## src/hdl/muldiv_pkg.sv

```systemverilog
// Word types, opcode and APB state enums, register map and pipeline constants.
`default_nettype none

package muldiv_pkg;

    // Datapath word width.
    localparam int WORD_W = 32;

    // Operand or result word.
    typedef logic [WORD_W-1:0] word_t;
    // Full product.
    typedef logic [2*WORD_W-1:0] dword_t;
    // APB byte address.
    typedef logic [7:0] apb_addr_t;
    // In-flight operation count.
    typedef logic [2:0] inflight_t;

    // Operation codes, same values as RISC-V funct3.
    typedef enum logic [2:0] {
        MUL    = 3'd0,
        MULH   = 3'd1,
        MULHSU = 3'd2,
        MULHU  = 3'd3,
        DIV    = 3'd4,
        DIVU   = 3'd5,
        REM    = 3'd6,
        REMU   = 3'd7
    } md_op_t;

    // APB slave states.
    typedef enum logic [1:0] {
        IDLE        = 2'd0,
        ACCESS      = 2'd1,
        WAIT_RESULT = 2'd2
    } apb_state_t;

    // Register map.
    localparam apb_addr_t ADDR_LHS    = 8'h00;
    localparam apb_addr_t ADDR_RHS    = 8'h04;
    // Write an opcode here to launch.
    localparam apb_addr_t ADDR_CMD    = 8'h08;
    localparam apb_addr_t ADDR_RESULT = 8'h0C;
    localparam apb_addr_t ADDR_STATUS = 8'h10;

    // One pipeline register per this many divider bit stages.
    localparam int DIV_REG_SPACING = 8;
    // Registered divider stages.
    localparam int DIV_STAGE_REGS = WORD_W / DIV_REG_SPACING;
    // Sign register, stage registers, output register.
    localparam int MD_LATENCY = 1 + DIV_STAGE_REGS + 1;
    // Saturation limit of the in-flight counter.
    localparam int MAX_IN_FLIGHT = 7;

endpackage

`default_nettype wire

```

## src/hdl/result_merge.sv

```systemverilog
// Opcode and valid delay line with final result selection.
`default_nettype none

module result_merge (
    input  logic               clk,
    input  logic               rst,
    input  logic               start,
    input  muldiv_pkg::md_op_t op,
    input  muldiv_pkg::dword_t product,
    input  muldiv_pkg::word_t  quotient,
    input  muldiv_pkg::word_t  remainder,
    output muldiv_pkg::word_t  result,
    output logic               result_valid
);
    import muldiv_pkg::*;

    // Launch marker, one bit per cycle of latency.
    logic [MD_LATENCY-1:0] vld_q;
    // Opcode travelling with it.
    md_op_t op_q [MD_LATENCY];
    md_op_t op_out;

    always_ff @(posedge clk) begin
        if (rst) begin
            vld_q <= '0;
        end else begin
            vld_q <= {vld_q[MD_LATENCY-2:0], start};
        end
    end

    always_ff @(posedge clk) begin
        op_q[0] <= op;
        for (int i = 1; i < MD_LATENCY; i++) begin
            op_q[i] <= op_q[i-1];
        end
    end

    assign op_out       = op_q[MD_LATENCY-1];
    assign result_valid = vld_q[MD_LATENCY-1];

    // Pick the datapath output for the delayed opcode.
    always_comb begin
        case (op_out)
            MUL: begin
                result = product[WORD_W-1:0];
            end
            MULH, MULHSU, MULHU: begin
                result = product[2*WORD_W-1:WORD_W];
            end
            DIV, DIVU: begin
                result = quotient;
            end
            // REM and REMU.
            default: begin
                result = remainder;
            end
        endcase
    end

endmodule

`default_nettype wire

```

## config.mk

```make
export PLATFORM = sky130hd
export DESIGN_NAME = result_merge
export DESIGN_NICKNAME = d
export VERILOG_FILES = /design/src/hdl/muldiv_pkg.sv /design/src/hdl/result_merge.sv
export SDC_FILE = /design/constraint.sdc
export NUM_CORES = 1
export LEC_CHECK = 0
export BUFFER_PORTS_ARGS = -buffer_cell sky130_fd_sc_hd__buf_2
export CORE_ASPECT_RATIO = 1.75
export CORE_MARGIN = 3
export CORE_UTILIZATION = 38
export CTS_CLUSTER_DIAMETER = 150
export DETAILED_ROUTE_END_ITERATION = 6
export GPL_TIMING_DRIVEN = 0
export MAX_ROUTING_LAYER = met4
export PLACE_DENSITY_LB_ADDON = 0.1
export SYNTH_ARGS = -nofsm -noshare
export SYNTH_HDL_FRONTEND = slang
export SYNTH_SLANG_ARGS = --single-unit
```

## constraint.sdc

```tcl
create_clock -name clk -period 2.1 [get_ports clk]
set_input_delay 0.525 -clock clk [delete_from_list [all_inputs] [get_ports clk]]
set_output_delay 0.525 -clock clk [all_outputs]
set_load 0.005 [all_outputs]
```

==> out/results.tsv <==
stage	metric	value	unit
cells_and_area	design area	2559	sq um
worst_setup_path	R2R Setup Slk	1580	ps
placement	IO Port Bufs	166	
timing	clock skew	0.9648	ps
worst_setup_path	critical-path cell list	clkbuf_1 > clkbuf_4 > mux2i_1 > buf_2	
grt	GR Overflow Total	0	
clocking	CTS root buffer	clkbuf_8	
detailed_routing	DRT Pass-1 Iters	3	
detailed_routing	DR DRC count	0	
timing	RSZ-0062 raised after global routing	true	
die	Die H	92.15	um
logic_synthesis	Synth Area in Simple Gates	3.571	%
timing	Slew @ Worst Pin	274.5	ps
timing	post-route clock period utilization	94.72	%
logic_synthesis	Distinct cells, synth	9	
detailed_routing	DR vias/cell	4.728	
logic_synthesis	Cells after Synth	138	
power_and_ir_drop	Pleak	0.001466	uW
grt	vias in the first global route	1761	
grt	initial antenna violation count	0	
cells_and_area	fillers	371	
logic_synthesis	largest family of logic cells by synthesized area	multiplexers	
worst_setup_path	Worst setup EP type	output port	
clocking	CTS tree	yes	
worst_setup_path	Worst EP arrival	1460	ps
cells_and_area	Finished Layout Cells	356	
logic_synthesis	post-synthesis sequential area ratio	29.81	%
logic_synthesis	syn_nets	272	
power_and_ir_drop	Clk network pwr share	21.9	%
flow_run	maxcap violations	0	
die	Core Rows	30	
worst_setup_path	Worst Path Required	1570	ps
logic_synthesis	Compound-Gate Fraction of Synth Area	0	%
timing	fin. max-slew vios	0	
clocking	Reg clk slew, reported paths	70	ps
clocking	Post-CTS Hold Buffers	0	
die	core area	3979	sq um
cells_and_area	layout cells sized above 1	58.77	%
worst_setup_path	crit path launch type	flip-flop	
worst_setup_path	Critical Path Max Stage Delay	320	ps
worst_setup_path	CP bufs+invs	3	
detailed_routing	DR WL/cell	14.03	um
grt	largest net degree at the start of global routing	13	
die	# IOs	167	
timing	Slew HR	81.70	%
power_and_ir_drop	Sequential Power Share	42.7	%
placement	DP HPWL	4256	um
logic_synthesis	mapped cell area	1612	sq um
detailed_routing	DRT Wirelength	4996	um
worst_setup_path	delay-heaviest family, CP	buffers and inverters	
cells_and_area	# diodes	0	
die	die area	5089	sq um
timing	crit path time final	1989	ps
power_and_ir_drop	sw frac	25.23	%
logic_synthesis	Synth Area in Adders	0	%
worst_setup_path	slowest CP cell	clkbuf_4	
cells_and_area	Area Overhead vs Synth	58.77	%
power_and_ir_drop	Int Pwr	843.9	uW
placement	placed cell count	352	
detailed_routing	Iter 0 DRT Violations	35	
clocking	H-tree depth	1	
clocking	Clock Path Buffers	2	
grt	GRT Total Usage	19.51	%
worst_hold_path	Hold Path Class	flip-flop to flip-flop	
clocking	sinks on the clock net	24	
clocking	clock buffer count from CTS	3	
logic_synthesis	Yosys reg bits	24	
worst_setup_path	CP Max Fanout	10	
clocking	clk_lat worst skew	260	ps
cells_and_area	nets@finish	444	
timing	final setup fails	0	
detailed_routing	post-route ant nets	0	
power_and_ir_drop	Gate power share	35.3	%
worst_setup_path	kind of critical path	flip-flop to output port	
power_and_ir_drop	pwr dens	441.1	nW/um^2
logic_synthesis	Post-Synth XOR/XNOR Area	0	%
detailed_routing	total number of vias	1683	
placement	GPL Wtd Cong	0.7788	
timing	FMAX	502.7	MHz
status	run status	completed	
timing	final hold vios	0	
timing	Setup TNS	0	ps
placement	placed cell areas	2502	sq um
power_and_ir_drop	reported net switching power	284.7	uW
logic_synthesis	Syn Area/Cell	11.68	sq um
power_and_ir_drop	Power, Total	1129	uW
power_and_ir_drop	Max VDD drop	668.9	uV
timing	Fin Hold WS	328.4	ps
logic_synthesis	Yosys warnings	0	
die	Initial Util	40.50	%
die	Chip Width	55.23	um
grt	first-pass GRT wire length	7962	um
logic_synthesis	mux contribution to synthesized area	59.63	%
==> timing repair <==
action	CTS	global route
endpoints found under the hold margin	0	0
buffers inserted	0	1
setup endpoints to repair	0	24
gates resized for setup	0	5
==> through the flow <==
stage                     utilization [%]  worst slack (ps)
final                               64.31             110.9
after global routing                64.31             3.509
after CTS                           63.93             50.25
after detailed placement            62.89             344.9
after global placement              62.89             336.7
after floorplan                         -             570.3
==> registers in the layout, summed over array words and instances (netlist names) <==
name	cells
op_q	18
vld_q	6
==> cells in the mapped netlist <==
| cell | instances | area share, % |
|---|---|---|
| clkbuf_4 | 3 | 1.4 |
| buf_12 | 3 | 3.7 |
| dfxtp_1 | 24 | 30 |
| nor2_8 | 1 | 1.2 |
| mux2i_1 | 96 | 60 |
| buf_6 | 1 | 0.70 |
| clkbuf_1 | 1 | 0.23 |
| nor2b_1 | 6 | 2.3 |
| buf_2 | 3 | 0.93 |
==> final timing paths <==
check                   from         end  depth (start not counted)
hold / removal    op_q[4][1]  op_q[5][1]                          0
hold reg to reg   op_q[4][1]  op_q[5][1]                          0
setup / recovery  op_q[5][2]  result[16]                          4
setup reg to reg    vld_q[2]    vld_q[3]                          1
==> kinds of logic after synthesis <==
kind of cell	after synthesis
flops	24
buf+inv	11
mux	96
simple gates	7
==> cells in the final DEF, fill, tap and decap left out <==
cell,instances
buf_12,3
buf_4,3
clkbuf_1,1
buf_2,166
dfxtp_1,24
nor2b_1,6
clkbuf_4,4
buf_6,1
clkbuf_8,3
nor2_8,1
mux2i_1,96
==> power groups by stage <==
stage / registers, uW / logic (uW) / clock network [uW]
final: 482 / 399 / 248
after global routing: 484 / 440 / 281
after CTS: 482 / 401 / 258
after detailed placement: 493 / 398 / 0
after global placement: 492 / 392 / 0
after floorplan: 491 / 196 / 0
==> final cells by class <==
class,instances,area (sq um),area share (%)
multi-input combinational,103,1018,39.80
timing repair buffer,167,838.3,32.76
sequential,24,480.5,18.78
buffer,11,120.1,4.694
tap,48,60.06,2.347
clock buffer,3,41.29,1.614
==> routing by layer <==
metal / vias up / global-route usage, % / wire length, um
met5: - / - / 0
met2: 97 / 36.07 / 2748
met4: 0 / 7.099 / 107
met1: 731 / 19.01 / 1692
met3: 13 / 5.352 / 448
li1: 842 / - / -
Power figures use the tool's default switching activity.
