===== config.mk =====
export PLATFORM = sky130hd
export DESIGN_NAME = mul_unit
export DESIGN_NICKNAME = d
export VERILOG_FILES = /design/src/hdl/muldiv_pkg.sv /design/src/hdl/mul_unit.sv
export SDC_FILE = /design/constraint.sdc
export NUM_CORES = 2
export LEC_CHECK = 0
export ABC_CLOCK_PERIOD_IN_PS = 8150
export BUFFER_PORTS_ARGS = -buffer_cell sky130_fd_sc_hd__buf_4
export CAP_MARGIN = 20
export CORE_UTILIZATION = 59
export CTS_CLUSTER_DIAMETER = 80
export DETAILED_ROUTE_END_ITERATION = 6
export PLACE_DENSITY = 0.88
export SLEW_MARGIN = 10
export SYNTH_ARGS = -nofsm -noshare
export SYNTH_HDL_FRONTEND = slang
export SYNTH_SLANG_ARGS = --single-unit

===== constraint.sdc =====
create_clock -name clk -period 8.15 [get_ports clk]
set_input_delay 0.815 -clock clk [delete_from_list [all_inputs] [get_ports clk]]
set_output_delay 0.815 -clock clk [all_outputs]
set_load 0.02 [all_outputs]

===== src/hdl/muldiv_pkg.sv =====
// Word types, opcode and APB state enums, register map and pipeline constants.
`default_nettype none

package muldiv_pkg;

    // Datapath word width.
    localparam int WORD_W = 32;

    // Operand or result word.
    typedef logic [WORD_W-1:0] word_t;
    // Full product.
    typedef logic [2*WORD_W-1:0] dword_t;
    // APB byte address.
    typedef logic [7:0] apb_addr_t;
    // In-flight operation count.
    typedef logic [2:0] inflight_t;

    // Operation codes, same values as RISC-V funct3.
    typedef enum logic [2:0] {
        MUL    = 3'd0,
        MULH   = 3'd1,
        MULHSU = 3'd2,
        MULHU  = 3'd3,
        DIV    = 3'd4,
        DIVU   = 3'd5,
        REM    = 3'd6,
        REMU   = 3'd7
    } md_op_t;

    // APB slave states.
    typedef enum logic [1:0] {
        IDLE        = 2'd0,
        ACCESS      = 2'd1,
        WAIT_RESULT = 2'd2
    } apb_state_t;

    // Register map.
    localparam apb_addr_t ADDR_LHS    = 8'h00;
    localparam apb_addr_t ADDR_RHS    = 8'h04;
    // Write an opcode here to launch.
    localparam apb_addr_t ADDR_CMD    = 8'h08;
    localparam apb_addr_t ADDR_RESULT = 8'h0C;
    localparam apb_addr_t ADDR_STATUS = 8'h10;

    // One pipeline register per this many divider bit stages.
    localparam int DIV_REG_SPACING = 8;
    // Registered divider stages.
    localparam int DIV_STAGE_REGS = WORD_W / DIV_REG_SPACING;
    // Sign register, stage registers, output register.
    localparam int MD_LATENCY = 1 + DIV_STAGE_REGS + 1;
    // Saturation limit of the in-flight counter.
    localparam int MAX_IN_FLIGHT = 7;

endpackage

`default_nettype wire


===== src/hdl/mul_unit.sv =====
// Signed/unsigned 32x32 multiplier with a product delay chain matched to the divider.
`default_nettype none

module mul_unit (
    input  logic               clk,
    input  logic               rst,
    input  logic               start,
    input  muldiv_pkg::md_op_t op,
    input  muldiv_pkg::word_t  lhs,
    input  muldiv_pkg::word_t  rhs,
    output muldiv_pkg::dword_t product
);
    import muldiv_pkg::*;

    logic   lhs_signed;
    logic   rhs_signed;
    dword_t lhs_ext;
    dword_t rhs_ext;
    dword_t full;
    // Product chain, one slot per cycle of latency.
    dword_t prod_q [MD_LATENCY];
    // Marks slots holding a fresh product.
    logic [MD_LATENCY-2:0] vld_q;

    // MULH signs both, MULHSU only lhs.
    assign lhs_signed = (op == MULH) || (op == MULHSU);
    assign rhs_signed = (op == MULH);

    // Extend to 64 bits so one unsigned multiply covers all cases.
    assign lhs_ext = {{WORD_W{lhs_signed & lhs[WORD_W-1]}}, lhs};
    assign rhs_ext = {{WORD_W{rhs_signed & rhs[WORD_W-1]}}, rhs};

    // Low 64 bits of the product are exact for either signedness.
    assign full = lhs_ext * rhs_ext;

    always_ff @(posedge clk) begin
        if (rst) begin
            vld_q <= '0;
        end else begin
            vld_q <= {vld_q[MD_LATENCY-3:0], start};
        end
    end

    // Slots only move when they carry a new product.
    always_ff @(posedge clk) begin
        if (start) begin
            prod_q[0] <= full;
        end
        for (int i = 1; i < MD_LATENCY; i++) begin
            if (vld_q[i-1]) begin
                prod_q[i] <= prod_q[i-1];
            end
        end
    end

    // Last slot lines up with the divider output register.
    assign product = prod_q[MD_LATENCY-1];

endmodule

`default_nettype wire


==> impl_metrics.csv <==
group,metric,value,unit
placed_design,pre_cts_slack,-0.694,ns
floorplanning,rows,105,
placed_design,gp_congestion,0.948,
route,dr_total_vias,33400,
route,vias_per_cell,5.55,
timing,worst_pin_slew,0.941,ns
route,detail-route-antenna-nets,0,
synth,synth_nets,6017,
clocking,clk_pin_slew,0.07,ns
global_route,gr-total-overflow,0,
timing,slew-limit-headroom,37.3,%
placed_design,port_buffers,133,
floorplanning,num_io_pins,134,
global_route,grt_pass1_vias,37300,
synth,synth_cells,4610,
synth,ys_seq_area_share,23.5,%
floorplanning,start_util,60.0,%
route,dr.pass1.iters,7,
clocking,h-tree-depth,2,
global_route,antenna_found_initial,2,
timing,whs,0.397,ns
placed_design,post-dp-hpwl,102000,um
timing,hold_viol_final,0,
timing,setup_viol,0,
placed_design,dp_cells,5945,
floorplanning,fp.dieH,292,um
clocking,clkLatencyLatePin,0.53,ns
outcome,status,"finished, final reports clean",
clocking,cts_hold_buf,0,
global_route,track_usage,29.6,%
synth,synthesis.area,49500,um^2
clocking,clk_path_buf_depth,3,
timing,fmax,125,MHz
cells_and_area,drive_gt1_share,12.0,%
clocking,cts_made_buffers,34,
clocking,cts_tree,"done",
flow_run,max_cap_viol_count,0,
timing,min_period,7.98,ns
synth,yosys_register_bits,389,
timing,min_period_over_period,98.0,%
cells_and_area,fin_nets,6325,
floorplanning,dieArea,85100,um^2
critical_path,end_kind,"register",
synth,avgSynthCellArea,10.7,um^2
timing,slew_violations,0,
critical_path,critical_path.max_stage_delay,0.59,ns
route,routed_wl,121000,um
min_path,holdCritPathClass,"reg2reg",
route,wl_per_cell,20.2,um
synth,ys.warnings.count,0,
cells_and_area,syn_to_final_growth,11.1,%
clocking,root_buffer,"clkbuf_16",
route,drc,0,
critical_path,critPathArrivalTime,8.25,ns
floorplanning,die_w,292,um
timing,finClkSkew,0.0292,ns
synth,synth-edff-count,384,
critical_path,ff2ff_path_depth,1,
critical_path,cp_slowest_cell,"fa_2",
critical_path,critPathKind,"in2reg",
route,drtIter0Drc,2996,
floorplanning,core,82500,um^2
critical_path,cp.required,8.41,ns
global_route,grt_pass1_wl,195000,um
global_route,grt_max_degree,66,
cells_and_area,fill_cells,5671,
cells_and_area,finalNonFillerCells,6013,
critical_path,critPathLaunchType,"primary input",
synth,ys_types,60,
clocking,numClockSinks,389,
timing,finalWorstSetupSlack,0.166,ns
critical_path,cp_max_fo,9,
synth,synth_ff_type,"edfxtp_1",
min_path,hold_depth,0,
synth,async_flop_share,0,%
[critical path: cells and delay by family]
kind,cells,cell delay [ns]
fa+ha+maj,9,4.52
buf+inv,11,1.31
simple gates,7,0.96
compound gates,2,0.35
xor+xnor,2,0.30
[through the flow]
step                      instance area (um^2)  TNS, ns  util, %
after floorplan                          49500        0        -
after global placement                   53800    -2.74     65.2
after detailed placement                 53800    -6.54     65.2
after CTS                                54800        0     66.5
after global routing                     55000  -0.0565     66.7
final                                    55000        0     66.7
[cell families after synthesis]
group                    count (synthesis)  share of synthesized area, %
XOR/XNOR                                78                          1.38
AO/OA/AOI/OAI                          185                          2.44
adder cells (fa/ha/maj)               1337                          50.8
AND/OR/NAND/NOR                       1234                          11.3
flip-flops                             389                          23.5
buffers and inverters                 1387                          10.5
[placed cells by master (no fill, tap or decap), types with 4 or more instances in the layout]
| master | Yosys | routed |
|---|---|---|
| inv_1 | 1167 | 1163 |
| fa_1 | 1125 | 1121 |
| nand2_1 | 788 | 787 |
| buf_4 | 0 | 486 |
| edfxtp_1 | 384 | 384 |
| and2_1 | 317 | 317 |
| ha_1 | 212 | 207 |
| a21oi_1 | 64 | 57 |
| xnor2_1 | 56 | 55 |
| nor2_1 | 52 | 51 |
| clkbuf_16 | 0 | 35 |
| o21ai_0 | 29 | 27 |
| a21o_1 | 27 | 27 |
| xor2_1 | 22 | 22 |
| nor3_1 | 14 | 12 |
| nand4_1 | 11 | 11 |
| o211ai_1 | 10 | 10 |
| nand3_1 | 11 | 10 |
| a21oi_2 | 2 | 9 |
| nor2b_1 | 8 | 8 |
| and3_1 | 8 | 8 |
| or3_1 | 7 | 7 |
| nand2b_1 | 6 | 6 |
| a211oi_1 | 6 | 6 |
| clkinvlp_4 | 0 | 6 |
| buf_12 | 0 | 6 |
| o21ai_1 | 5 | 5 |
| a31oi_1 | 5 | 5 |
| o21bai_1 | 5 | 5 |
| clkbuf_1 | 215 | 5 |
| dfxtp_2 | 0 | 5 |
| o21a_1 | 4 | 4 |
| fa_2 | 0 | 4 |
| clkinv_1 | 0 | 4 |
[worst paths after layout]
kind	end	slack (ns)	start
setup reg to reg	prod_q[5][24]$_DFFE_PP_	6.57	vld_q[4]$_SDFF_PP0_
hold / removal	prod_q[1][8]$_DFFE_PP_	0.40	prod_q[0][8]$_DFFE_PP_
setup / recovery	prod_q[0][63]$_DFFE_PP_	0.17	op[1]
hold reg to reg	prod_q[1][8]$_DFFE_PP_	0.40	prod_q[0][8]$_DFFE_PP_
[synth_stat cells (2+ instances only)]
| cell | n | area [um^2] |
|---|---|---|
| nand2b_1 | 6 | 37.5 |
| dfxtp_1 | 5 | 100 |
| nand4_1 | 11 | 68.8 |
| buf_1 | 3 | 11.3 |
| a211o_1 | 2 | 17.5 |
| a211oi_1 | 6 | 45.0 |
| nor2b_1 | 8 | 50.1 |
| nor3b_1 | 5 | 37.5 |
| and2_1 | 317 | 1980 |
| nor3_1 | 14 | 70.1 |
| o21bai_1 | 5 | 37.5 |
| a31o_2 | 3 | 26.3 |
| a21o_1 | 27 | 203 |
| a31oi_1 | 5 | 31.3 |
| a21oi_2 | 2 | 17.5 |
| nor2_1 | 52 | 195 |
| o21a_1 | 4 | 30.0 |
| xnor2_1 | 56 | 490 |
| a311oi_1 | 3 | 26.3 |
| a21boi_0 | 2 | 15.0 |
| a21oi_1 | 64 | 320 |
| clkbuf_1 | 215 | 807 |
| o31ai_1 | 2 | 15.0 |
| ha_1 | 212 | 2650 |
| inv_1 | 1167 | 4380 |
| fa_1 | 1125 | 22500 |
| nand3_1 | 11 | 55.1 |
| and3_1 | 8 | 50.1 |
| xor2_1 | 22 | 193 |
| o21ai_0 | 29 | 145 |
| o21ai_1 | 5 | 25.0 |
| nand2_1 | 788 | 2960 |
| o211ai_1 | 10 | 75.1 |
| or3_1 | 7 | 43.8 |
| edfxtp_1 | 384 | 11500 |
[sequential cells by signal, indices dropped and copies added (netlist names)]
name    flops
vld_q       5
prod_q    384
[per-layer routing]
layer  routed length [um]  vias to the layer above  share of wire [%]  global-route usage [%]
li1                     -                    14000                  -                       -
met1                43800                    16900                 36                    37.4
met2                59000                     2030                 49                    49.2
met3                13800                      419                 11                    7.70
met4                 4910                        0                4.0                    11.1
met5                    0                        -                  0                       0
[repair_timing]
action | CTS | global route
cloned | 0 | 0
pin swaps | 0 | 14
buffers inserted | 0 | 7
setup endpoints to repair | 4 | 13
resized for setup | 2 | 30
[final cells by class]
class                           instances  area, um^2  area share, %
Clock buffer                           40         895           1.63
Clock inverter                         19         164          0.298
Tap cell                             1070        1340           2.43
Multi-Input combinational cell       2834       32800           59.7
Sequential cell                       389       11600           21.1
Inverter                             1167        4390           7.98
Timing Repair Buffer                  492        3770           6.85
Antenna cell                            2        5.00        0.00910
Power is not shown: default switching activity piles up to over one toggle a cycle in this logic, so the estimate is an artifact.
