File: src/hdl/muldiv_pkg.sv
// Word types, opcode and APB state enums, register map and pipeline constants.
`default_nettype none

package muldiv_pkg;

    // Datapath word width.
    localparam int WORD_W = 32;

    // Operand or result word.
    typedef logic [WORD_W-1:0] word_t;
    // Full product.
    typedef logic [2*WORD_W-1:0] dword_t;
    // APB byte address.
    typedef logic [7:0] apb_addr_t;
    // In-flight operation count.
    typedef logic [2:0] inflight_t;

    // Operation codes, same values as RISC-V funct3.
    typedef enum logic [2:0] {
        MUL    = 3'd0,
        MULH   = 3'd1,
        MULHSU = 3'd2,
        MULHU  = 3'd3,
        DIV    = 3'd4,
        DIVU   = 3'd5,
        REM    = 3'd6,
        REMU   = 3'd7
    } md_op_t;

    // APB slave states.
    typedef enum logic [1:0] {
        IDLE        = 2'd0,
        ACCESS      = 2'd1,
        WAIT_RESULT = 2'd2
    } apb_state_t;

    // Register map.
    localparam apb_addr_t ADDR_LHS    = 8'h00;
    localparam apb_addr_t ADDR_RHS    = 8'h04;
    // Write an opcode here to launch.
    localparam apb_addr_t ADDR_CMD    = 8'h08;
    localparam apb_addr_t ADDR_RESULT = 8'h0C;
    localparam apb_addr_t ADDR_STATUS = 8'h10;

    // One pipeline register per this many divider bit stages.
    localparam int DIV_REG_SPACING = 8;
    // Registered divider stages.
    localparam int DIV_STAGE_REGS = WORD_W / DIV_REG_SPACING;
    // Sign register, stage registers, output register.
    localparam int MD_LATENCY = 1 + DIV_STAGE_REGS + 1;
    // Saturation limit of the in-flight counter.
    localparam int MAX_IN_FLIGHT = 7;

endpackage

`default_nettype wire

File: src/hdl/div_stage.sv
// One restoring division bit step with an optional input register.
`default_nettype none

module div_stage #(
    // Quotient bit produced here.
    parameter int exponent = 0,
    // Register the inputs first.
    parameter bit has_reg  = 1'b0
) (
    input  logic              clk,
    input  muldiv_pkg::word_t divisor,
    input  muldiv_pkg::word_t rem_in,
    input  muldiv_pkg::word_t quot_in,
    output muldiv_pkg::word_t divisor_out,
    output muldiv_pkg::word_t rem_out,
    output muldiv_pkg::word_t quot_out
);
    import muldiv_pkg::*;

    word_t  divisor_r;
    word_t  rem_r;
    word_t  quot_r;
    // Divisor aligned to this bit, wide so no bits drop.
    dword_t shifted;
    logic   fits;

    generate
        if (has_reg) begin : g_reg
            // Pipeline register, payload only.
            always_ff @(posedge clk) begin
                divisor_r <= divisor;
                rem_r     <= rem_in;
                quot_r    <= quot_in;
            end
        end else begin : g_pass
            assign divisor_r = divisor;
            assign rem_r     = rem_in;
            assign quot_r    = quot_in;
        end
    endgenerate

    assign shifted = dword_t'(divisor_r) << exponent;

    // Remainder not smaller than shifted divisor.
    assign fits = dword_t'(rem_r) >= shifted;

    // Shifted value is below 2^32 whenever it fits.
    assign rem_out = fits ? rem_r - shifted[WORD_W-1:0] : rem_r;

    // Set this quotient bit, keep the rest.
    always_comb begin
        quot_out           = quot_r;
        quot_out[exponent] = fits;
    end

    assign divisor_out = divisor_r;

endmodule

`default_nettype wire

File: src/hdl/div_pipe.sv
// Pipelined signed/unsigned restoring divider with sign correction and divide-by-zero rules.
`default_nettype none

module div_pipe (
    input  logic               clk,
    input  logic               rst,
    input  logic               start,
    input  muldiv_pkg::md_op_t op,
    input  muldiv_pkg::word_t  lhs,
    input  muldiv_pkg::word_t  rhs,
    output muldiv_pkg::word_t  quotient,
    output muldiv_pkg::word_t  remainder
);
    import muldiv_pkg::*;

    logic  signed_op;
    logic  lhs_neg;
    logic  rhs_neg;
    word_t lhs_mag;
    word_t rhs_mag;
    // Input register.
    word_t dvd_q;
    word_t dvs_q;
    logic  neg_quot_q;
    logic  neg_rem_q;
    logic  dz_q;
    logic  vld_q;
    // Flags riding next to the stage registers.
    logic [DIV_STAGE_REGS-1:0] neg_quot_d;
    logic [DIV_STAGE_REGS-1:0] neg_rem_d;
    logic [DIV_STAGE_REGS-1:0] dz_d;
    logic [DIV_STAGE_REGS-1:0] vld_d;
    // Stage interconnect.
    word_t div_c [WORD_W+1];
    word_t rem_c [WORD_W+1];
    word_t quot_c [WORD_W+1];

    // Only DIV and REM treat operands as signed.
    assign signed_op = (op == DIV) || (op == REM);
    assign lhs_neg   = signed_op && lhs[WORD_W-1];
    assign rhs_neg   = signed_op && rhs[WORD_W-1];
    assign lhs_mag   = lhs_neg ? -lhs : lhs;
    assign rhs_mag   = rhs_neg ? -rhs : rhs;

    always_ff @(posedge clk) begin
        if (rst) begin
            vld_q <= 1'b0;
            vld_d <= '0;
        end else begin
            vld_q <= start;
            vld_d <= {vld_d[DIV_STAGE_REGS-2:0], vld_q};
        end
    end

    // Magnitudes and flags, loaded on launch.
    always_ff @(posedge clk) begin
        if (start) begin
            dvd_q      <= lhs_mag;
            dvs_q      <= rhs_mag;
            neg_quot_q <= lhs_neg ^ rhs_neg;
            neg_rem_q  <= lhs_neg;
            dz_q       <= (rhs == '0);
        end
    end

    // Shift every cycle, like the stage registers.
    always_ff @(posedge clk) begin
        neg_quot_d <= {neg_quot_d[DIV_STAGE_REGS-2:0], neg_quot_q};
        neg_rem_d  <= {neg_rem_d[DIV_STAGE_REGS-2:0], neg_rem_q};
        dz_d       <= {dz_d[DIV_STAGE_REGS-2:0], dz_q};
    end

    assign div_c[0]  = dvs_q;
    assign rem_c[0]  = dvd_q;
    assign quot_c[0] = '0;

    // MSB first; registers sit mid-group so every segment is at most 8 bits deep.
    generate
        for (genvar i = 0; i < WORD_W; i++) begin : g_stage
            div_stage #(
                .exponent(WORD_W - 1 - i),
                .has_reg((i % DIV_REG_SPACING) == (DIV_REG_SPACING / 2))
            ) u_stage (
                .clk        (clk),
                .divisor    (div_c[i]),
                .rem_in     (rem_c[i]),
                .quot_in    (quot_c[i]),
                .divisor_out(div_c[i+1]),
                .rem_out    (rem_c[i+1]),
                .quot_out   (quot_c[i+1])
            );
        end
    endgenerate

    // Output register with sign correction.
    // A zero divisor leaves the dividend magnitude as remainder, so the sign fix restores it.
    always_ff @(posedge clk) begin
        if (vld_d[DIV_STAGE_REGS-1]) begin
            if (dz_d[DIV_STAGE_REGS-1]) begin
                quotient <= '1;
            end else if (neg_quot_d[DIV_STAGE_REGS-1]) begin
                quotient <= -quot_c[WORD_W];
            end else begin
                quotient <= quot_c[WORD_W];
            end
            // Remainder follows the dividend sign.
            remainder <= neg_rem_d[DIV_STAGE_REGS-1] ? -rem_c[WORD_W] : rem_c[WORD_W];
        end
    end

endmodule

`default_nettype wire

File: config.mk
export PLATFORM = sky130hd
export DESIGN_NAME = div_pipe
export DESIGN_NICKNAME = d
export VERILOG_FILES = /design/src/hdl/muldiv_pkg.sv /design/src/hdl/div_stage.sv /design/src/hdl/div_pipe.sv
export SDC_FILE = /design/constraint.sdc
export NUM_CORES = 2
export LEC_CHECK = 0
export BUFFER_PORTS_ARGS = -buffer_cell sky130_fd_sc_hd__buf_2
export CORE_UTILIZATION = 45
export DETAILED_ROUTE_END_ITERATION = 10
export SYNTH_ARGS = -nofsm -noshare
export SYNTH_HDL_FRONTEND = slang
export SYNTH_SLANG_ARGS = --single-unit
export TNS_END_PERCENT = 50
File: constraint.sdc
create_clock -name clk -period 30.5 [get_ports clk]
set_clock_uncertainty 0.2 [all_clocks]
set_input_delay 1.525 -clock clk [delete_from_list [all_inputs] [get_ports clk]]
set_output_delay 1.525 -clock clk [all_outputs]
set_load 0.005 [all_outputs]
==> out/results.tsv <==
metric	value	unit
status	completed	
start_util	45.40	%
rsz0062_at_grt	no	
ctsResizeCount	0	
area_delta_synth_final	8.742	%
worst_pin_slew	1093	ps
die_w	322.6	um
detail-route-antenna-nets	0	
finalHoldViolations	0	
utilization	49.37	%
die_area	104100	um2
setup_viol	0	
path_class	register to register	
coreArea	101900	um2
cts_buffers	50	
synth_ff_type	dfxtp_1	
ys_seq_area_share	23.09	%
cpLargestDelayFamily	compound AO/OA/AOI/OAI gates	
worstPathMaxFanout	28	
cts_tree	yes	
critPathMostFrequentCell	ha_1	
cp_slowest_cell	dfxtp_1	
antenna_found_initial	10	
drive_gt1_share	9.390	%
avgSynthCellArea	8.207	um2
postSynthNetCount	6269	
pin_count	134	
clk_pin_slew	60	ps
grt_pass1_vias	38989	
min_period	27960	ps
diodes	0	
routedWlPerCell	20.73	um
num_vias	42399	
max_cap_viol_count	0	
synth_warnings	0	
hold_buffers	0	
cp_data_required_time	30860	ps
gr-total-overflow	0	
place_congestion	0.9671	
vdd_drop_max	0.04625	mV
r2r_slack	2540	ps
holdCritPathClass	register to register	
critPathBufInv	12	
synth-async-reset-ratio	0	%
period_share	91.69	%
syn-instance-count	5636	
arrival	28330	ps
yosys.area.top_type_share	14.59	%
postCtsSetupBuffers	0	
drt_iter0_drc	3647	
synth_edf_count	131	
dr.pass1.iters	5	
hpwl	119900	um
fin_nets	6375	
powerDensity	63.22	nW/um2
cts_buffer_depth	3	
max_freq	35.76	MHz
syn-cell-area	46260	um2
ys_ff_latch	468	
tns	0	ps
grt_pass1_wl	225900	um
cp-start-kind	register	
worst_setup_path_end_kind	register	
clockRootBuffer	clkbuf_16	
rows	117	
synth_cell_types	116	
wirelength	148300	um
portBuffers	132	
max_stage_delay	930	ps
die_y	322.6	um
yosysTopAreaCell	dfxtp_1	
cts_num_sinks	468	
insertion_delay	680	ps
relSlewSlack	26.63	%
grt_max_degree	69	
grt_util_all_layers	27.84	%
leakage	22.11	nW
htree_levels	2	
drcViolationCount	0	
synth.area.top_cells	dfxtp_1, ha_1, edfxtp_1	
drv_slew	0	
vias_per_cell	5.929	
-- layout make-up --
cell class	instances	area [um2]
Clock inverter	21	311.5
Fill cell	9969	51590
Timing Repair Buffer	176	991.0
Sequential cell	468	10680
Multi-Input combinational cell	4660	33650
Inverter	386	1451
Clock buffer	72	1500
Tap cell	1368	1712
-- worst reg2reg max path: cells and delay by family (launching register included) --
kind                     cells  cell delay (ps)
AO/OA/AOI/OAI               50            14280
AND/OR/NAND/NOR             17             3980
buffers and inverters       12             3730
flip-flops                   1              930
multiplexers                 5             1830
adder cells (fa/ha/maj)      8             2920
-- kinds of logic (layout without fill, tap and decap cells) --
kind of cell / after synthesis / count (layout) / synth area share [%]
and+or+nand+nor: 1731 / 1731 / 18.50
AOI/OAI and AO/OA: 1650 / 1650 / 23.69
adders and majority gates: 563 / 563 / 15.73
buffers and inverters: 508 / 655 / 4.279
xor gates and xnor gates: 472 / 472 / 8.937
DFF: 468 / 468 / 23.09
muxes: 244 / 244 / 5.767
-- through the flow --
step	worst slack, ps	power (mW)	cell area [um2]	hold WS, ps	instances
5_1_grt	827.1	3.408	50300	75.62	7151
3_3_place_gp	3198	2.495	48490	110.1	7058
3_5_place_dp	3095	2.509	48490	112.1	7058
4_1_cts	2979	3.170	50300	70.56	7151
6_report	2536	3.180	50300	75.75	7151
2_1_floorplan	8226	2.104	46260	109.6	5636
-- layer usage --
layer	vias up	GRT usage [%]	routed length [um]
met1	19999	39.42	69300
li1	20929	-	-
met4	4	8.110	4434
met5	-	0	28
met2	1269	44.52	65490
met3	198	2.813	9017
-- synthesized netlist by cell type (all sizes together) (16+ instances only) --
master	count
inv	383
o31ai	68
fa	31
buf	48
ha	532
xor2	188
mux2	168
nor2b	87
nor2	443
o21ai	330
a21boi	39
or4	24
clkbuf	74
o211ai	41
or2	39
o21a	99
nand3	119
o21bai	50
a21oi	439
or3	43
nand3b	18
and2	41
o41ai	23
nand2b	79
and3	50
a21o	209
nand2	444
dfxtp	337
a221oi	16
edfxtp	131
a211oi	58
a31oi	73
mux2i	76
nor3	132
nand4	90
xnor2	284
nor4	82
a211o	20
-- report_power, final --
part           leakage (nW)  total (mW)  internal [mW]  switching (mW)
clock                 0.889       0.647          0.382           0.265
combinational          17.2        1.78          0.709            1.07
sequential             4.03       0.751          0.708          0.0429
-- worst paths after layout --
check,startpoint,end,depth (start not counted)
setup / recovery,g_stage[20].u_stage.divisor_out[1],g_stage[28].u_stage.rem_r[15],92
hold / removal,g_stage[4].u_stage.divisor_out[13],g_stage[12].u_stage.divisor_out[13],0
setup reg to reg,g_stage[20].u_stage.divisor_out[1],g_stage[28].u_stage.rem_r[15],92
hold reg to reg,g_stage[4].u_stage.divisor_out[13],g_stage[12].u_stage.divisor_out[13],0
-- layout by cell type, fill, tap and decap left out, types with 31 or more instances in the layout --
cell	instances
buf_2	132
nand3_1	119
dfxtp_1	336
o21ai_0	319
nor4_1	77
a21boi_0	36
edfxtp_1	131
fa_1	31
inv_1	378
ha_1	532
a21o_1	207
a21oi_1	435
clkbuf_16	54
nor3_1	129
o21bai_1	50
nor2_1	439
nand2_1	443
mux2i_1	76
xnor2_1	284
and2_1	41
xor2_1	188
o211ai_1	38
or2_2	39
nor2b_1	87
mux2_2	162
a31oi_1	69
o21a_1	99
nand2b_1	79
and3_1	50
a211oi_1	54
o31ai_1	62
buf_4	44
or3_1	43
nand4_1	88
-- registers in the layout, summed over array words and instances (netlist names), 4 cells and up --
signal	flops
remainder	32
neg_quot_d	4
dvs_q	32
quotient	32
dz_d	4
g_stage.u_stage.divisor_out	128
g_stage.u_stage.quot_r	64
neg_rem_d	4
vld_d	4
g_stage.u_stage.rem_r	128
dvd_q	32
Power figures use the tool's default switching activity.
