`src/hdl/muldiv_pkg.sv`:
```
// Word types, opcode and APB state enums, register map and pipeline constants.
`default_nettype none

package muldiv_pkg;

    // Datapath word width.
    localparam int WORD_W = 32;

    // Operand or result word.
    typedef logic [WORD_W-1:0] word_t;
    // Full product.
    typedef logic [2*WORD_W-1:0] dword_t;
    // APB byte address.
    typedef logic [7:0] apb_addr_t;
    // In-flight operation count.
    typedef logic [2:0] inflight_t;

    // Operation codes, same values as RISC-V funct3.
    typedef enum logic [2:0] {
        MUL    = 3'd0,
        MULH   = 3'd1,
        MULHSU = 3'd2,
        MULHU  = 3'd3,
        DIV    = 3'd4,
        DIVU   = 3'd5,
        REM    = 3'd6,
        REMU   = 3'd7
    } md_op_t;

    // APB slave states.
    typedef enum logic [1:0] {
        IDLE        = 2'd0,
        ACCESS      = 2'd1,
        WAIT_RESULT = 2'd2
    } apb_state_t;

    // Register map.
    localparam apb_addr_t ADDR_LHS    = 8'h00;
    localparam apb_addr_t ADDR_RHS    = 8'h04;
    // Write an opcode here to launch.
    localparam apb_addr_t ADDR_CMD    = 8'h08;
    localparam apb_addr_t ADDR_RESULT = 8'h0C;
    localparam apb_addr_t ADDR_STATUS = 8'h10;

    // One pipeline register per this many divider bit stages.
    localparam int DIV_REG_SPACING = 8;
    // Registered divider stages.
    localparam int DIV_STAGE_REGS = WORD_W / DIV_REG_SPACING;
    // Sign register, stage registers, output register.
    localparam int MD_LATENCY = 1 + DIV_STAGE_REGS + 1;
    // Saturation limit of the in-flight counter.
    localparam int MAX_IN_FLIGHT = 7;

endpackage

`default_nettype wire

```
`src/hdl/muldiv_apb.sv`:
```
// APB slave with operand, command, result and status registers and an in-flight counter.
`default_nettype none

module muldiv_apb (
    input  logic                  clk,
    input  logic                  rst,
    input  logic                  psel,
    input  logic                  penable,
    input  logic                  pwrite,
    input  muldiv_pkg::apb_addr_t paddr,
    input  muldiv_pkg::word_t     pwdata,
    output muldiv_pkg::word_t     prdata,
    output logic                  pready,
    output logic                  pslverr,
    output muldiv_pkg::word_t     lhs,
    output muldiv_pkg::word_t     rhs,
    output muldiv_pkg::md_op_t    op,
    output logic                  start,
    input  muldiv_pkg::word_t     result,
    input  logic                  result_valid
);
    import muldiv_pkg::*;

    apb_state_t state_q;
    apb_state_t state_d;
    md_op_t     op_q;
    word_t      result_q;
    inflight_t  count_q;
    logic       busy;
    logic       mapped;
    logic       read_only;
    logic       result_read;
    logic       in_access;
    logic       done;
    word_t      status;

    assign busy = (count_q != '0);

    // Address decode.
    assign mapped = paddr inside {ADDR_LHS, ADDR_RHS, ADDR_CMD, ADDR_RESULT, ADDR_STATUS};
    assign read_only   = (paddr == ADDR_RESULT) || (paddr == ADDR_STATUS);
    assign result_read = !pwrite && (paddr == ADDR_RESULT);

    // Access phase, including the stalled result read.
    assign in_access = psel && penable && (state_q == ACCESS || state_q == WAIT_RESULT);

    // Result reads wait for the pipeline to drain.
    assign pready = !(in_access && result_read && busy);

    // Completing cycle of a transfer.
    assign done = in_access && pready;

    // Errors only on the completing cycle.
    assign pslverr = done && (!mapped || (pwrite && read_only));

    // Launch in the cycle the CMD write completes.
    assign start = done && pwrite && (paddr == ADDR_CMD);

    // New opcode is presented in the launch cycle itself.
    assign op = start ? md_op_t'(pwdata[2:0]) : op_q;

    always_comb begin
        state_d = state_q;
        case (state_q)
            IDLE: begin
                // Setup phase.
                if (psel && !penable) begin
                    state_d = ACCESS;
                end
            end
            ACCESS: begin
                if (in_access && !pready) begin
                    state_d = WAIT_RESULT;
                end else begin
                    state_d = IDLE;
                end
            end
            WAIT_RESULT: begin
                // Leave once drained or if the host gives up.
                if (!busy || !psel) begin
                    state_d = IDLE;
                end
            end
            default: begin
                state_d = IDLE;
            end
        endcase
    end

    always_ff @(posedge clk) begin
        if (rst) begin
            state_q <= IDLE;
        end else begin
            state_q <= state_d;
        end
    end

    // Writable registers.
    always_ff @(posedge clk) begin
        if (rst) begin
            lhs  <= '0;
            rhs  <= '0;
            op_q <= MUL;
        end else if (done && pwrite) begin
            case (paddr)
                ADDR_LHS: lhs  <= pwdata;
                ADDR_RHS: rhs  <= pwdata;
                ADDR_CMD: op_q <= md_op_t'(pwdata[2:0]);
                default: ;
            endcase
        end
    end

    // Newest completed result only.
    always_ff @(posedge clk) begin
        if (rst) begin
            result_q <= '0;
        end else if (result_valid) begin
            result_q <= result;
        end
    end

    // In-flight count, saturating at the limit.
    always_ff @(posedge clk) begin
        if (rst) begin
            count_q <= '0;
        end else begin
            case ({start, result_valid})
                2'b10: begin
                    if (count_q != inflight_t'(MAX_IN_FLIGHT)) begin
                        count_q <= count_q + 1'b1;
                    end
                end
                2'b01: begin
                    if (busy) begin
                        count_q <= count_q - 1'b1;
                    end
                end
                default: ;
            endcase
        end
    end

    // Busy in bit 0, count in bits 3:1.
    assign status = word_t'({count_q, busy});

    // Read data mux.
    always_comb begin
        case (paddr)
            ADDR_LHS:    prdata = lhs;
            ADDR_RHS:    prdata = rhs;
            ADDR_CMD:    prdata = word_t'(op_q);
            ADDR_RESULT: prdata = result_q;
            ADDR_STATUS: prdata = status;
            default:     prdata = '0;
        endcase
    end

endmodule

`default_nettype wire

```
`config.mk`:
```
export PLATFORM = sky130hd
export DESIGN_NAME = muldiv_apb
export DESIGN_NICKNAME = d
export VERILOG_FILES = /design/src/hdl/muldiv_pkg.sv /design/src/hdl/muldiv_apb.sv
export SDC_FILE = /design/constraint.sdc
export NUM_CORES = 1
export LEC_CHECK = 0
export ABC_AREA = 0
export BUFFER_PORTS_ARGS = -buffer_cell sky130_fd_sc_hd__buf_2
export CAP_MARGIN = 20
export CELL_PAD_IN_SITES_DETAIL_PLACEMENT = 1
export CELL_PAD_IN_SITES_GLOBAL_PLACEMENT = 1
export CORE_UTILIZATION = 30
export CTS_BUF_LIST = sky130_fd_sc_hd__clkbuf_16
export DETAILED_ROUTE_END_ITERATION = 8
export GPL_TIMING_DRIVEN = 0
export PLACE_DENSITY = 0.75
export SYNTH_ARGS = -nofsm -noshare
export SYNTH_HDL_FRONTEND = slang
export SYNTH_SLANG_ARGS = --single-unit
```
`constraint.sdc`:
```
create_clock -name clk -period 3.1 [get_ports clk]
set_clock_uncertainty 0.2 [all_clocks]
set_input_delay 0.155 -clock clk [delete_from_list [all_inputs] [get_ports clk]]
set_output_delay 0.155 -clock clk [all_outputs]
set_load 0.02 [all_outputs]
```
==> results of run 1 <==
report_power, final:
part	total, mW	internal (mW)	switching [mW]
combinational	0.298	0.143	0.155
clock	1.13	0.612	0.521
sequential	1.37	1.36	0.0140
total	2.81	2.12	0.690
cells in the mapped netlist, drive strengths merged, types with 2 or more instances:
library cell	n	share of area, %
nor3b	5	1.0
a31oi	3	0.39
inv	7	0.54
and3	2	0.26
buf	17	2.3
nor3	3	0.41
and2	2	0.26
nand2	135	10
nor2	97	7.5
dfxtp	104	43
ha	4	1.0
a21oi	100	10
mux4	3	1.4
nand3	2	0.21
mux2	4	0.93
nor4	2	0.57
nand2b	5	0.64
o21ai	4	0.41
mux2i	61	13
clkbuf	31	2.4
nand4	2	0.39
or3	2	0.26
nor2b	5	0.64
routing by layer:
metal  up-vias  track usage (%)  share of wire [%]
met4         0            7.543                1.8
met3        26            3.551                4.4
met2       157            41.08                 50
met1      2539            28.11                 44
li1       2534                -                  -
met5         -                0                  0
final cells by class:
type / instances / share of cell area (%)
flip-flops and latches: 104 / 30.07
plain buffers: 48 / 3.271
clock buffers: 9 / 3.253
clock inverters: 5 / 0.7229
multi-input cells: 453 / 36.35
repair buffers: 241 / 22.05
inverters: 7 / 0.3795
well taps: 216 / 3.904
timing repair:
item / in CTS / in global routing
hold endpoints to repair: 96 / 0
setup buffers: 0 / 0
endpoints found under the setup margin: 0 / 0
hold buffers: 64 / 0
gates resized for setup: 0 / 0
cells by family after synthesis:
logic type                 Yosys count  synth area share, %
AOI/OAI and AO/OA                  113                12.25
adders and majority gates            4                1.032
muxes                               68                14.91
buffers and inverters               55                5.210
DFF                                104                42.92
xor gates and xnor gates             1               0.1806
and+or+nand+nor                    267                23.50
layout by cell type, fill, tap and decap left out, types with 3 or more instances in the layout:
| cell type | instances |
|---|---|
| a21oi_1 | 100 |
| a31oi_1 | 3 |
| buf_2 | 187 |
| buf_6 | 4 |
| clkbuf_1 | 31 |
| clkbuf_16 | 9 |
| clkinv_1 | 3 |
| dfxtp_1 | 104 |
| dlygate4sd3_1 | 64 |
| ha_1 | 4 |
| inv_1 | 7 |
| mux2_2 | 4 |
| mux2i_1 | 61 |
| mux4_2 | 3 |
| nand2_1 | 135 |
| nand2b_1 | 5 |
| nor2_1 | 97 |
| nor2b_1 | 5 |
| nor3b_1 | 4 |
| o21ai_0 | 4 |
tightest hold or removal path: cells and delay by family:
kind / cells / cell delay, ns
buf+inv: 1 / 0.11
simple gates: 2 / 0.21
compound gates: 1 / 0.07
worst paths after layout:
| kind | start | to | slack (ns) |
|---|---|---|---|
| max reg2reg | state_q[0]$_SDFFE_PP0P_ | count_q[2]$_SDFFE_PP0P_ | 0.19 |
| min reg2reg | lhs[5]$_SDFFE_PP0P_ | lhs[5]$_SDFFE_PP0P_ | 0.27 |
| max | state_q[0]$_SDFFE_PP0P_ | count_q[2]$_SDFFE_PP0P_ | 0.19 |
| min | psel | state_q[0]$_SDFFE_PP0P_ | 0.04 |
state kept, by name, summed over array words and instances, names as in the netlist:
name	flops
count_q	3
lhs	32
op_q	3
result_q	32
rhs	32
state_q	2
==> impl_results.md, run 1 <==
* Status: completed
* Initial Utilization at 30.65%
* Max-cap violations at 0
* Mapped cell area at 4851 µm²
* Leakage power total at 3.059 nW
* Cell repeated most along the worst path: ha_1
* Horiz. Die Dim at 129.2 µm
* Area growth syn-to-layout at 42.71%
* Initial antenna violation count at 0
* Final setup fails at 0
* Worst Slack Setup Final at 0.1917 ns
* Worst-Margin Slew at 0.6761 ns
* Fmax at 0.3438 GHz
* Rows at 46
* Seq. cell area at 2082 µm²
* Ys Warns at 0
* Pin count of the biggest net entering global routing at 16
* Number of synthesized flops with an enable pin at 0
* # IOs at 180
* Clock transition at path regs at 0.07 ns
* Final Util at 43.74%
* Root Driver: clkbuf_16
* Hold slack final at 0.04183 ns
* HPWL Detailed at 13300 µm
* Vias in the first global route at 5306
* Slew Viols, Final at 0
* Initial detailed-routing violation count at 205
* Power Density at 405.3 nW/µm²
* Worst Path Buf+Inv at 3
* Placed Cells incl. Taps at 1005
* CP max-delay cell: nor4b_1
* Post-route clock period utilization at 93.82%
* Post-route design area at 6923 µm²
* Syn avg cell area at 7.926 µm²
* Vias per inst at 4.853
* # nets final at 946
* IO Port Bufs at 177
* CP delay by family, top: simple AND/OR/NAND/NOR gates
* DP Area at 6007 µm²
* Router iterations before antenna repair at 4
* First-pass GRT wire length at 28720 µm
* Crit start category: flop
* Critical path depth at 12
* Overall Global Routing Usage at 22.99%
* Asr flop ratio synth at 0%
* DIE AREA at 16680 µm²
* CTS Buf Count at 9
* Total power at 2.806 mW
* Reg2Reg Depth at 12
* Synthesis-stage register bit count at 104
* WP data required at 3.15 ns
* H-tree levels at 3
* Syn Inst Count at 612
* Primary FF master, synth: dfxtp_1
* WL/cell at 17.66 µm
* Delay of the slowest critical-path stage at 0.42 ns
* Die H at 129.2 µm
* Post-Place Worst Slack at 0.1805 ns
* CTS tree: yes
* CTS Sinks at 104
* Class of the worst hold path: primary input to flop
* Global route overflow at 0
* Core footprint at 15830 µm²
* Ordered cell list for the critical path: inv_1 > ha_1 > and3_1 > and4_1 > buf_4 > buf_6 > nand2b_1 > xnor2_1 > ha_1 > nor4b_1 > a22oi_1 > o41ai_1
* Max VDD drop at 0.2571 mV
* CTS Buffer Depth at 2
* CP Capture Type: flop
* Post-synthesis sequential area ratio at 42.92%
* Setup TNS at 0 ns
* Worst rel slew slack at 54.93%
* Antenna Cells at 0
* RSZ-0062 raised after global routing: no
* Clk_lat worst skew at 0.35 ns
* WL final at 19130 µm
* Min cycle time layout at 2.908 ns
* DRC at 0
* Hold Crit Depth at 4
* Fillers at 2008
* Crit path DAT at 2.95 ns
* Post-DRT Antenna Nets at 0
* Cell variety after synth at 42
* Post-synth net total at 694
* Hold Violations, Final at 0
* Routed vias at 5256
* Fraction of layout cells with a size suffix above 1 at 24.80%
* Multi-input logic area at 2516 µm²
* Fin cells at 1083
* CP Max Fanout at 10
* Routability cong. at 0.8047
* CP Class: flop to flop
No activity file was read; power rests on OpenSTA's default activity.
==> inputs of run 2 (changes only) <==
- BUFFER_PORTS_ARGS: -buffer_cell sky130_fd_sc_hd__buf_2 -> -buffer_cell sky130_fd_sc_hd__buf_4
- CELL_PAD_IN_SITES_GLOBAL_PLACEMENT: 1 -> 2
- CORE_UTILIZATION: 30 -> 27
- PLACE_DENSITY: 0.75 -> 0.85
==> impl_results.md, run 2 (same netlist as run 1, synthesis figures left out) <==
* Ordered cell list for the critical path: inv_1 > ha_1 > and3_1 > and4_1 > buf_4 > buf_6 > nand2b_1 > xnor2_1 > ha_1 > nor4b_1 > a22oi_1 > o41ai_1
* Core footprint at 17420 µm² (+10%)
* Hold Crit Start: penable
* Fraction of layout cells with a size suffix above 1 at 24.77% (-0.029 points)
* Final setup fails at 0 (unchanged)
* Leading cell types in the layout, fill and taps excluded: buf_4 (178), nand2_1 (135), dfxtp_1 (104)
* Min cycle time layout at 2.909 ns (+0.0004590 ns)
* Cell repeated most along the worst path: ha_1
* Post-route clock period utilization at 93.83% (about the same)
* Max VDD drop at 0.2585 mV (+0.55%)
* HPWL Detailed at 14380 µm (+8.2%)
* WL/cell at 18.22 µm (+3.2%)
* CTS Buffer Depth at 2 (unchanged)
* Vias in the first global route at 5476 (+3.2%)
* Crit start category: flop
* H-tree levels at 3 (unchanged)
* Clock transition at path regs at 0.06 ns (about the same)
* DIE AREA at 18510 µm² (+11%)
* Routability cong. at 0.8246 (+2.5%)
* Rows at 48 (+4.3%)
* Clk_lat worst skew at 0.34 ns (about the same)
* Hold Violations, Final at 0 (unchanged)
* Worst rel slew slack at 55.30% (+0.37 points)
* WP data required at 3.14 ns (about the same)
* Setup TNS at 0 ns (unchanged)
* Router iterations before antenna repair at 4 (unchanged)
* Class of the worst hold path: primary input to flop
* Overall Global Routing Usage at 21.82% (-1.2 points)
* CP Class: flop to flop
* DRC at 0 (unchanged)
* CTS Sinks at 104 (unchanged)
* Power Density at 374.1 nW/µm² (-7.7%)
* Vias per inst at 4.790 (-1.3%)
* WL final at 19910 µm (+4.1%)
* Fmax at 0.3438 GHz (about the same)
* Crit path DAT at 2.95 ns (about the same)
* Root Driver: clkbuf_16
* CP Capture Type: flop
* Delay of the slowest critical-path stage at 0.39 ns (-0.03 ns)
* Max-cap violations at 0 (unchanged)
* Slew Viols, Final at 0 (unchanged)
* # IOs at 180 (unchanged)
* RSZ-0062 raised after global routing: no
* Post-DRT Antenna Nets at 0 (unchanged)
* Hold slack final at 0.05266 ns (+0.01083 ns)
* IO Port Bufs at 177 (unchanged)
* CTS Buf Count at 9 (unchanged)
* Fillers at 2118 (+5.5%)
* # nets final at 947 (+0.11%)
* Commonest non-fill, non-tap cell in the layout: buf_4
* Antenna Cells at 0 (unchanged)
* Global route overflow at 0 (unchanged)
* CP Max Fanout at 10 (unchanged)
* Die H at 136.0 µm (+5.3%)
* Worst-Margin Slew at 0.6705 ns (-0.005576 ns)
* Horiz. Die Dim at 136.0 µm (+5.3%)
* CP max-delay cell: nor4b_1
* Crit path launch: state_q[1]$_SDFFE_PP0P_
* Status: completed
* Worst Path Buf+Inv at 3 (unchanged)
* Routed vias at 5236 (-0.38%)
* Top Registers: lhs (32), result_q (32), rhs (32)
* Initial Utilization at 27.85% (-2.8 points)
* Area growth syn-to-layout at 51.82%
* Initial detailed-routing violation count at 154 (-25%)
* Reg-to-Reg Start: state_q[1]$_SDFFE_PP0P_
* Leakage power total at 3.110 nW (+1.7%)
* Pin count of the biggest net entering global routing at 16 (unchanged)
* CP delay by family, top: simple AND/OR/NAND/NOR gates
* First-pass GRT wire length at 30340 µm (+5.6%)
* CTS tree: yes
* Initial antenna violation count at 0 (unchanged)
* Post-CTS setup buffers at 0 (unchanged)
## run 2: area by class of cell
type / count / area, µm² / share of cell area [%]
plain buffers: 48 / 226.5 / 3.075
repair buffers: 242 / 1979 / 26.88
multi-input cells: 453 / 2516 / 34.17
inverters: 7 / 26.28 / 0.3568
clock inverters: 5 / 27.53 / 0.3738
clock buffers: 9 / 225.2 / 3.058
well taps: 225 / 281.5 / 3.823
flip-flops and latches: 104 / 2082 / 28.27
## run 2: path summary, 6_finish.rpt
path                                                end  slack, ns  cells past startpoint
worst min register to register     rhs[19]$_SDFFE_PP0P_       0.27                      2
worst max register to register  count_q[2]$_SDFFE_PP0P_       0.19                     12
worst min-delay path            state_q[0]$_SDFFE_PP0P_       0.05                      4
worst max-delay path            count_q[2]$_SDFFE_PP0P_       0.19                     12
## run 2: timing repair
item / in CTS / in global routing
setup endpoints to repair: 0 / 0
endpoints found under the hold margin: 98 / 0
hold buffers: 65 / 0
resized for setup: 0 / 0
## run 2: worst min-delay path, stage by stage
cell and delay (ns):
buf_4 0.08, nand2b_1 0.11, o21ai_0 0.07, nor3b_1 0.13
## run 2: metal layers
metal / GRT usage, % / vias up / wire length [µm]
li1: - / 2536 / -
met1: 26.67 / 2534 / 8673
met2: 38.52 / 139 / 10100
met3: 2.983 / 27 / 703
met4: 8.272 / 0 / 429
met5: 0 / - / 0
## run 2: metrics by stage
stage	setup slack (ns)	instances	utilization [%]	cell area (µm²)	total power, mW
finish	0.1913	1093	42.28	7365	2.755
global route	0.07624	1093	42.28	7365	2.851
CTS	0.1889	1093	42.28	7365	2.779
detailed placement	0.2077	1014	37.10	6461	1.670
global placement	0.3513	1014	37.10	6461	1.661
floorplan	0.4730	612	-	4851	1.523
## run 2: where the power goes
part	internal, mW	switching, mW
sequential	1.36	0.0147
combinational	0.171	0.159
clock	0.531	0.518
